**config.mk**
```make
export PLATFORM = sky130hd
export DESIGN_NAME = top_mdr
export DESIGN_NICKNAME = d
export VERILOG_FILES = /design/src/verilog/mdr_pkg.sv /design/src/verilog/operand_loader.sv /design/src/verilog/step_counter.sv /design/src/verilog/mdr_datapath.sv /design/src/verilog/bin_to_bcd.sv /design/src/verilog/seg7_decoder.sv /design/src/verilog/top_mdr.sv
export SDC_FILE = /design/constraint.sdc
export NUM_CORES = 1
export LEC_CHECK = 0
export BUFFER_PORTS_ARGS = -buffer_cell sky130_fd_sc_hd__buf_2
export CAP_MARGIN = 20
export CELL_PAD_IN_SITES_DETAIL_PLACEMENT = 0
export CELL_PAD_IN_SITES_GLOBAL_PLACEMENT = 1
export CORE_MARGIN = 2
export CORE_UTILIZATION = 25
export DETAILED_ROUTE_END_ITERATION = 8
export PLACE_DENSITY = 0.46
export SLEW_MARGIN = 15
export SYNTH_ARGS = -nofsm -noshare
export SYNTH_HDL_FRONTEND = slang
export SYNTH_HIERARCHICAL = 1
export SYNTH_SLANG_ARGS = --single-unit
```
**constraint.sdc**
```tcl
create_clock -name clk -period 17.03 [get_ports clk]
set_input_delay 0.8515 -clock clk [delete_from_list [all_inputs] [get_ports clk]]
set_output_delay 0.8515 -clock clk [all_outputs]
set_load 0.02 [all_outputs]
```
**src/verilog/mdr_pkg.sv**
```systemverilog
//==============================
// widths, op codes and shared types
// of the multiply/divide/sqrt unit
//==============================
`default_nettype none

package mdr_pkg;

	//==============================
	// widths
	//==============================
	localparam int N   = 8;	// operand width
	localparam int TAM = 5;	// display digits
	localparam int C   = 4;	// iteration count width

	// iterations per operation
	localparam logic [C-1:0] ITER_LONG  = C'(N);	// mul, div and the reserved op
	localparam logic [C-1:0] ITER_SHORT = C'(N/2);	// sqrt eats two bits per step

	//==============================
	// op codes
	//==============================
	typedef logic [1:0] op_t;

	localparam op_t OP_MUL  = 2'b00;
	localparam op_t OP_DIV  = 2'b01;
	localparam op_t OP_SQRT = 2'b10;
	localparam op_t OP_RSV  = 2'b11;	// reserved, flagged as error

	//==============================
	// data words
	//==============================
	typedef logic [N-1:0]   word_t;
	typedef logic [2*N-1:0] dword_t;

	// divide and sqrt split the accumulator in halves
	typedef struct packed {
		word_t rem;	// upper half
		word_t quo;	// lower half, quotient or root
	} mdr_qr_t;

	// one accumulator, read as a product or as rem:quo
	typedef union packed {
		dword_t  prod;
		mdr_qr_t qr;
	} mdr_acc_t;

	typedef struct packed {
		word_t x;
		word_t y;
	} operands_t;

	//==============================
	// display
	//==============================
	typedef logic [3:0]     bcd_t;
	typedef bcd_t [TAM-1:0] bcd_bus_t;	// digit 0 is the least significant
	typedef logic [6:0]     seg_t;	// bit 6 is segment a, bit 0 is g

endpackage

`default_nettype wire

```
**src/verilog/operand_loader.sv**
```systemverilog
//==============================
// operand loader, steers load
// pulses into the x and y registers
//==============================
`default_nettype none

module operand_loader import mdr_pkg::*;
(
	input  wire        clk,
	input  wire        reset,
	input  wire        load,
	input  wire word_t data,
	output operands_t  operands,
	output logic       load_x,
	output logic       load_y
);

	logic sel_y;	// next load goes to y

	// pointer and loaded flags
	always_ff @(posedge clk)
	begin
		if (reset)
		begin
			sel_y  <= 1'b0;
			load_x <= 1'b0;
			load_y <= 1'b0;
		end
		else if (load)
		begin
			sel_y <= ~sel_y;
			if (sel_y)
				load_y <= 1'b1;
			else
			begin
				load_x <= 1'b1;
				load_y <= 1'b0;	// x starts a fresh pair
			end
		end
	end

	// operand words
	always_ff @(posedge clk)
	begin
		if (load && !sel_y)
			operands.x <= data;
		if (load && sel_y)
			operands.y <= data;
	end

endmodule

`default_nettype wire

```
**src/verilog/step_counter.sv**
```systemverilog
//==============================
// iteration counter, run level
// and ready flag
//==============================
`default_nettype none

module step_counter import mdr_pkg::*;
(
	input  wire      clk,
	input  wire      reset,
	input  wire      start,
	input  wire op_t op,
	output logic     run,
	output logic     last,
	output logic     ready
);

	logic [C-1:0] count;	// iterations left
	logic         go;

	assign go = start && !run;	// a start while busy is dropped

	// last iteration of the current run
	assign last = run && (count == C'(1));

	always_ff @(posedge clk)
	begin
		if (reset)
		begin
			count <= '0;
			run   <= 1'b0;
			ready <= 1'b1;
		end
		else if (go)
		begin
			count <= (op == OP_SQRT) ? ITER_SHORT : ITER_LONG;
			run   <= 1'b1;
			ready <= 1'b0;
		end
		else if (run)
		begin
			count <= count - C'(1);
			if (last)
				run <= 1'b0;
		end
		else if (!ready)
		begin
			// one cycle after the final iteration
			ready <= 1'b1;
		end
	end

endmodule

`default_nettype wire

```
**src/verilog/mdr_datapath.sv**
```systemverilog
//==============================
// accumulator and iteration logic
// for multiply, divide and sqrt
//==============================
`default_nettype none

module mdr_datapath import mdr_pkg::*;
(
	input  wire            clk,
	input  wire            reset,
	input  wire            start,
	input  wire            run,
	input  wire            last,
	input  wire op_t       op,
	input  wire operands_t operands,
	output mdr_acc_t       acc,
	output logic           error
);

	logic         go;
	logic         bad;	// op cannot run with these operands
	word_t        shf;	// multiplier or radicand, consumed msb first
	dword_t       mul_sum;
	dword_t       mul_next;
	logic [N:0]   div_part;	// shifted rem with the next dividend bit
	logic [N+1:0] div_diff;
	logic [N+1:0] sq_part;	// rem with the next two radicand bits
	logic [N+1:0] sq_trial;	// 4*root + 1
	logic [N+2:0] sq_diff;
	mdr_acc_t     acc_next;

	assign go  = start && !run;
	assign bad = (op == OP_RSV) || ((op == OP_DIV) && (operands.y == '0));

	//==============================
	// per-step arithmetic
	//==============================
	// multiply, add y for the current bit and shift on all but the last step
	assign mul_sum  = acc.prod + (shf[N-1] ? dword_t'(operands.y) : '0);
	assign mul_next = last ? mul_sum : (mul_sum << 1);

	// restoring divide
	assign div_part = {acc.qr.rem, acc.qr.quo[N-1]};
	assign div_diff = {1'b0, div_part} - {2'b00, operands.y};

	// digit-by-digit square root
	assign sq_part  = {acc.qr.rem, shf[N-1:N-2]};
	assign sq_trial = {acc.qr.quo, 2'b01};
	assign sq_diff  = {1'b0, sq_part} - {1'b0, sq_trial};

	always_comb
	begin
		acc_next = acc;
		case (op)
			OP_MUL:
				acc_next.prod = mul_next;
			OP_DIV:
			begin
				if (!div_diff[N+1])	// difference not negative
				begin
					acc_next.qr.rem = div_diff[N-1:0];
					acc_next.qr.quo = {acc.qr.quo[N-2:0], 1'b1};
				end
				else
				begin
					acc_next.qr.rem = div_part[N-1:0];
					acc_next.qr.quo = {acc.qr.quo[N-2:0], 1'b0};
				end
			end
			OP_SQRT:
			begin
				if (!sq_diff[N+2])
				begin
					acc_next.qr.rem = sq_diff[N-1:0];
					acc_next.qr.quo = {acc.qr.quo[N-2:0], 1'b1};
				end
				else
				begin
					acc_next.qr.rem = sq_part[N-1:0];
					acc_next.qr.quo = {acc.qr.quo[N-2:0], 1'b0};
				end
			end
			default:
				acc_next = acc;	// reserved op just holds
		endcase
	end

	//==============================
	// registers
	//==============================
	always_ff @(posedge clk)
	begin
		if (reset)
		begin
			acc   <= '0;
			error <= 1'b0;
		end
		else if (go)
		begin
			error <= bad;
			acc   <= '0;
			if ((op == OP_DIV) && !bad)
				acc.qr.quo <= operands.x;	// dividend starts in quo
		end
		else if (run && !error)
			acc <= acc_next;
	end

	// operand bits shift out of the top, two at a time for sqrt
	always_ff @(posedge clk)
	begin
		if (go)
			shf <= operands.x;
		else if (run)
			shf <= (op == OP_SQRT) ? (shf << 2) : (shf << 1);
	end

endmodule

`default_nettype wire

```
**src/verilog/bin_to_bcd.sv**
```systemverilog
//==============================
// double dabble conversion of the
// displayed value into bcd digits
//==============================
`default_nettype none

module bin_to_bcd import mdr_pkg::*;
(
	input  wire mdr_acc_t acc,
	input  wire op_t      op,
	output bcd_bus_t      digits
);

	dword_t               value;
	logic [4*TAM+2*N-1:0] sh;	// bcd digits above the binary value

	// product for multiply, quotient or root otherwise
	assign value = (op == OP_MUL) ? acc.prod : dword_t'(acc.qr.quo);

	always_comb
	begin
		sh            = '0;
		sh[2*N-1:0]   = value;
		for (int i = 0; i < 2*N; i++)
		begin
			// fix each digit that would pass 9 after the shift
			for (int d = 0; d < TAM; d++)
			begin
				if (sh[2*N+4*d +: 4] > 4'd4)
					sh[2*N+4*d +: 4] = sh[2*N+4*d +: 4] + 4'd3;
			end
			sh = sh << 1;
		end
		digits = sh[2*N +: 4*TAM];
	end

endmodule

`default_nettype wire

```
**src/verilog/seg7_decoder.sv**
```systemverilog
//==============================
// bcd digit to seven segments
//==============================
`default_nettype none

module seg7_decoder import mdr_pkg::*;
(
	input  wire bcd_t digit,
	output seg_t      seg
);

	// segments a..g, high is lit
	always_comb
	begin
		case (digit)
			4'd0:    seg = 7'b1111110;
			4'd1:    seg = 7'b0110000;
			4'd2:    seg = 7'b1101101;
			4'd3:    seg = 7'b1111001;
			4'd4:    seg = 7'b0110011;
			4'd5:    seg = 7'b1011011;
			4'd6:    seg = 7'b1011111;
			4'd7:    seg = 7'b1110000;
			4'd8:    seg = 7'b1111111;
			4'd9:    seg = 7'b1111011;
			default: seg = 7'b0000000;	// not a decimal digit, blank
		endcase
	end

endmodule

`default_nettype wire

```
**src/verilog/top_mdr.sv**
```systemverilog
//==============================
// top level of the sequential
// multiply/divide/sqrt unit
//==============================
`default_nettype none

module top_mdr import mdr_pkg::*;
(
	input  wire        clk,
	input  wire        reset,
	input  wire        load,
	input  wire op_t   op,
	input  wire        start,
	input  wire word_t data,
	output word_t      result,
	output word_t      remainder,
	output logic       load_x,
	output logic       load_y,
	output logic       ready,
	output logic       error,
	output seg_t       seg [TAM-1:0]
);

	operands_t operands;
	logic      run;
	logic      last;
	mdr_acc_t  acc;
	bcd_bus_t  digits;

	//==============================
	// control and datapath
	//==============================
	operand_loader loader_i
	(
		.clk      (clk),
		.reset    (reset),
		.load     (load),
		.data     (data),
		.operands (operands),
		.load_x   (load_x),
		.load_y   (load_y)
	);

	step_counter counter_i
	(
		.clk   (clk),
		.reset (reset),
		.start (start),
		.op    (op),
		.run   (run),
		.last  (last),
		.ready (ready)
	);

	mdr_datapath datapath_i
	(
		.clk      (clk),
		.reset    (reset),
		.start    (start),
		.run      (run),
		.last     (last),
		.op       (op),
		.operands (operands),
		.acc      (acc),
		.error    (error)
	);

	// after a multiply these are the product high and low bytes
	assign result    = acc.qr.quo;
	assign remainder = acc.qr.rem;

	//==============================
	// display
	//==============================
	bin_to_bcd bcd_i
	(
		.acc    (acc),
		.op     (op),
		.digits (digits)
	);

	genvar k;
	generate
		for (k = 0; k < TAM; k++)
		begin : gen_seg
			seg7_decoder dec_i
			(
				.digit (digits[k]),
				.seg   (seg[k])
			);
		end
	endgenerate

endmodule

`default_nettype wire

```
; ---- Word level (Yosys, flattened, before mapping)
; Memory sizes are Yosys's and may differ from the RTL's.
; Cells that the tools add are included.
[classes]
n_lt_le_gt_ge = 65
mux = 86
eq_ne = 5
div = 0
n_mul = 0
shifts = 0
n_addsub = 69
bitwise_logic = 1
reduce_logical = 22
[ops]
columns = operator, n
row1 = "> comparator 4 x 3 -> 1 bit, second input constant", 60
row2 = two-way mux 4 bit, 55
row3 = "adder 4 x 2 -> 4 bit, second input constant", 50
row4 = two-way mux 16 bit, 4
row5 = two-way mux 8 bit, 7
row6 = case mux 16 bit (3 select lines), 1
row7 = two-way mux 3 bit, 13
row8 = "adder 3 x 2 -> 3 bit, second input constant", 10
row9 = adder 16 x 8 -> 16 bit, 1
row10 = subtractor 10 x 10 -> 11 bit, 1
row11 = subtractor 9 x 8 -> 10 bit, 1
row12 = "adder 1 x 2 -> 3 bit, second input constant", 3
row13 = "> comparator 1 x 3 -> 1 bit, second input constant", 3
row14 = zero test 8 bit, 1
row15 = logical AND 1 bit, 7
row16 = "adder 1 x 2 -> 3 bit, both inputs constant", 2
row17 = "> comparator 1 x 3 -> 1 bit, both inputs constant", 2
row18 = two-way mux 1 bit, 6
row19 = AND reduction 2 bit, 3
row20 = "== test 2 bit, second input constant", 2
row21 = "== test 4 x 1 -> 1 bit, second input constant", 1
row22 = zero test 1 bit, 4
row23 = nonzero test 2 bit, 2
row24 = nonzero test 4 bit, 1
row25 = 8 further kinds, 8
[word_totals]
rom_bits = 560
mem_count = 5
in_bits = 14
output_inout_bits = 55
reg_bits = 50
ram_bits = 0
latchBits = 0
[memory_table]
columns = memory, depth, width, rd, rd_ports_with_merged_regs, wr, line
row1 = (name not given), 16, 7, 1, 0, 0, seg7_decoder.sv:15  ; case (digit)
row2 = (name not given), 16, 7, 1, 0, 0, seg7_decoder.sv:15
row3 = (name not given), 16, 7, 1, 0, 0, seg7_decoder.sv:15
row4 = (name not given), 16, 7, 1, 0, 0, seg7_decoder.sv:15
row5 = (name not given), 16, 7, 1, 0, 0, seg7_decoder.sv:15

; ---- Depth between registers and ports, before layout
; An unclocked memory read counts as a cell.
[logic_depth]
depth_word = 33
mapped_depth = 51
ltp_nobuf = 44

; ---- Cells and area by module
; Netlist, hierarchy kept.
[by_module_without_submodules]
columns = mod, cells_each, instances, seq_area_each_um2, area_each_um2
row1 = bin_to_bcd, 835, 1, 0.0, 5725.5
row2 = mdr_datapath, 375, 1, 580.6, 2970.3
row3 = seg7_decoder, 28, 5, 0.0, 219.0
row4 = operand_loader, 28, 1, 540.5, 601.8
row5 = step_counter, 35, 1, 120.1, 332.8

; ---- Least setup slack after synthesis
; No wires, ideal clock.
[synth_path]
kind = input-to-output
startpoint = in op[1]
endpoint = out seg[26] in the netlist's numbering
path_stages = 46
required_ps = 16178
path_slack_ps = 5669
arrival_ps = 10510
cell_sequence = nor2_1 > clkbuf_1 > nand2_1 > ha_1 > buf_6 > nand2b_1 > buf_2 > a31oi_1 > o211ai_1 > a22o_1 > buf_2 > a2111oi_0 > o21ai_1 > a32oi_1 > nor2_1 > o22ai_1 > ha_1 > buf_1 > [... 10 more ...] > a32o_1 > nor3_1 > o311ai_1 > mux2i_1 > ha_1 > nor3b_1 > mux2i_1 > ha_1 > buf_1 > nand2_1 > a2111oi_0 > a211o_1 > nor3_1 > o22a_1 > xnor2_1 > inv_2 > ha_1 > o21ai_0
[synth_rtl]
columns = item, line
row1 = "start, declared", top_mdr.sv:12  ; input wire op_t op,
row2 = "end, declared", top_mdr.sv:21  ; output seg_t seg [TAM-1:0]

==> results.cfg <==
[logic_synthesis]
synth_simple_gate_area_share_pct = 22.1
ys_ff_latch = 50
synth-compound-area-share_pct = 36.2
synthTopCellsByArea = ha_1 11%, edfxtp_1 6.7%, dfxtp_1 4.9%
synthTopCellsByCount = 111 x nor2_1, 103 x nand2_1, 93 x ha_1
synthMuxAreaShare_pct = 6.21
netlist.area_leader.share_pct = 10.8
synth_xor_area_share_pct = 4.96
synth.distinct_cells = 134
seq_area_frac_synth_pct = 11.6
synth_fa_ha_area_share_pct = 11.4
synth_edf_count = 24
syn_area_um2 = 10700
synth_ff_type = dfxtp_1
synth_top_family_by_area = compound AO/OA/AOI/OAI gates
yosys_warnings = 6
postSynthAreaPerCell_um2 = 7.59
synth_most_common_cell = nor2_1
syn_inst = 1413
synth-async-reset-ratio_pct = 0
synth_area_leader_cell = ha_1
synth_nets = 1522

[place]
portBuffers = 68
hpwl_um = 26700
gp_congestion = 0.798

[critical_path]
critPathMaxFanout = 19
path_common_cell = ha_1
start_kind = primary input
cp.arrival_ns = 12.60
critPathKind = in2out
max_stage_delay_ns = 0.85
end_kind = output port
slowest_stage = a32oi_1
crit_required_ns = 16.18

[routing]
vias_per_cell = 5.48
wl_per_cell_um = 17.6
wirelength_um = 34600
num_vias = 10800
detail_route.first_pass.iterations = 5
ant_nets = 0
dr.first_iter.drc_count = 596
drc = 0

[clock_network]
cts_max_level = 2
ctsResizeCount = 0
insertion_delay_ns = 0.31
hold_buffers = 0
cts_sinks = 50
cts-root-buf = clkbuf_16
clock_path_buffers = 2
cts_setup_buffers = 0
tritoncts = built
cts_made_buffers = 5
clk_pin_slew_ns = 0.07

[cells_and_area]
layout-drive-gt1-share_pct = 13.9
fill_cells = 4591
nets = 1532
areaGrowthSynthToFinish_pct = 7.79
diodes = 0

[grt]
use_met1_pct = 19.9
gr-total-overflow = 0
busiest_layer = met2
grt_use_met2_pct = 27.4
grt_pass1_wl_um = 55900
antenna_found_initial = 0
grt_max_degree = 30
gr-usage-all-layers_pct = 15.2
grt_pass1_vias = 10200
use_met3_pct = 0.714

[die]
pin_count = 69
die_w_um = 211
rows = 75
start_util_pct = 25.5
die_h_um = 211
die-area_um2 = 44600
core-area_um2 = 42100

[sta]
slew_headroom_pct = 24.5
setup_viol = 0
rsz0062_at_grt = no
fmax_mhz = 74.3
maxSlewViolCount = 0
setup_tns_ns = 0
clock_skew_ns = 0.00896
hold_viol = 0
worst_pin_slew_ns = 1.13
fin_crit_sh_pct = 79.0
period_needed_ns = 13.46

[run]
maxCapViolCount = 0

[status]
status = completed

[power_and_ir_drop]
power.density_nw_per_um2 = 161
p_leak_uw = 0.00437
peakVddDrop_uv = 387
finalPower_uw = 1860

[min_path]
min_path_type = reg2reg
==> sequential cells by signal, indices dropped and copies added (netlist names) <==
signal             flops
loader_i/load_x        1
counter_i/count        4
counter_i/ready        1
loader_i/load_y        1
loader_i/operands     16
datapath_i/acc        16
datapath_i/shf         8
counter_i/run          1
datapath_i/error       1
loader_i/sel_y         1
==> stage by stage <==
step	hold WS (ns)	util, %	area, µm²	worst slack (ns)	cells
2_1_floorplan	0.471	-	10700	5.67	1413
3_3_place_gp	0.441	27.1	11400	3.79	1954
3_5_place_dp	0.448	27.1	11400	3.61	1955
4_1_cts	0.463	27.4	11600	3.55	1963
5_1_grt	0.487	27.4	11600	2.22	1963
6_report	0.454	27.4	11600	3.57	1963
==> per-layer routing <==
layer / part of all wire, % / vias up
met1: 46 / 5131
met4: 1.8 / 0
li1: - / 5404
met3: 2.4 / 33
met2: 50 / 196
met5: 0 / -
==> cell families (layout without fill, tap and decap cells) <==
group | after synthesis | after routing
AOI/OAI and AO/OA | 515 | 515
xor gates and xnor gates | 59 | 59
adders and majority gates | 97 | 97
buffers and inverters | 175 | 186
DFF | 50 | 50
muxes | 63 | 63
and+or+nand+nor | 454 | 454
==> placed cells by master, fill, tap and decap left out, types with 8 or more instances in the layout <==
cell / n
nor2_1: 111
nand2_1: 103
ha_1: 93
inv_1: 86
a21oi_1: 80
buf_2: 69
o21ai_0: 62
nor3_1: 50
mux2i_1: 48
nand3_1: 44
xnor2_1: 43
o22ai_1: 36
o211ai_1: 33
dfxtp_1: 26
edfxtp_1: 24
a31oi_1: 21
o21a_1: 21
nand2b_1: 20
o21ai_1: 19
o31ai_1: 17
a211oi_1: 16
buf_4: 16
nor4_1: 15
xor2_1: 14
a21o_1: 13
nor2b_1: 12
and3_1: 11
and2_1: 10
o31a_1: 9
a32oi_1: 9
mux2_2: 9
a221oi_1: 8
a2111oi_0: 8
a21oi_2: 8
nand4_1: 8
==> final timing paths <==
kind	startpoint	cells after the start	end	slack [ns]
worst min-delay path	loader_i/load_x$_SDFFE_PP0P_	2	loader_i/load_x$_SDFFE_PP0P_	0.45
worst max-delay path	op[1]	42	seg[24]	3.57
worst min register to register	loader_i/load_x$_SDFFE_PP0P_	2	loader_i/load_x$_SDFFE_PP0P_	0.45
worst max register to register	datapath_i/acc[11]$_SDFFE_PP0P_	8	datapath_i/acc[13]$_SDFFE_PP0P_	13.87
==> cell type report <==
cell class / instances / area (µm²) / share of cell area (%)
Clock buffer: 5 / 125 / 1.08
Clock inverter: 3 / 27.5 / 0.238
Inverter: 93 / 349 / 3.02
Multi-Input combinational cell: 1188 / 8680 / 75.1
Sequential cell: 50 / 1240 / 10.7
Tap cell: 539 / 674 / 5.83
Timing Repair Buffer: 85 / 465 / 4.03
==> worst max-delay path: cells and delay by family <==
| kind | cells | cell delay, ns |
|---|---|---|
| AOI/OAI and AO/OA | 17 | 4.77 |
| adders and majority gates | 5 | 2.06 |
| xor gates and xnor gates | 3 | 1.23 |
| muxes | 1 | 0.50 |
| buffers and inverters | 6 | 1.30 |
| and+or+nand+nor | 10 | 1.87 |
==> power breakdown <==
group / switching, µW / internal, µW
clock network: 52.3 / 56.2
logic: 1010 / 595
registers: 13.5 / 136
total: 1070 / 787
Note: power is estimated with default switching activity, not from simulation.
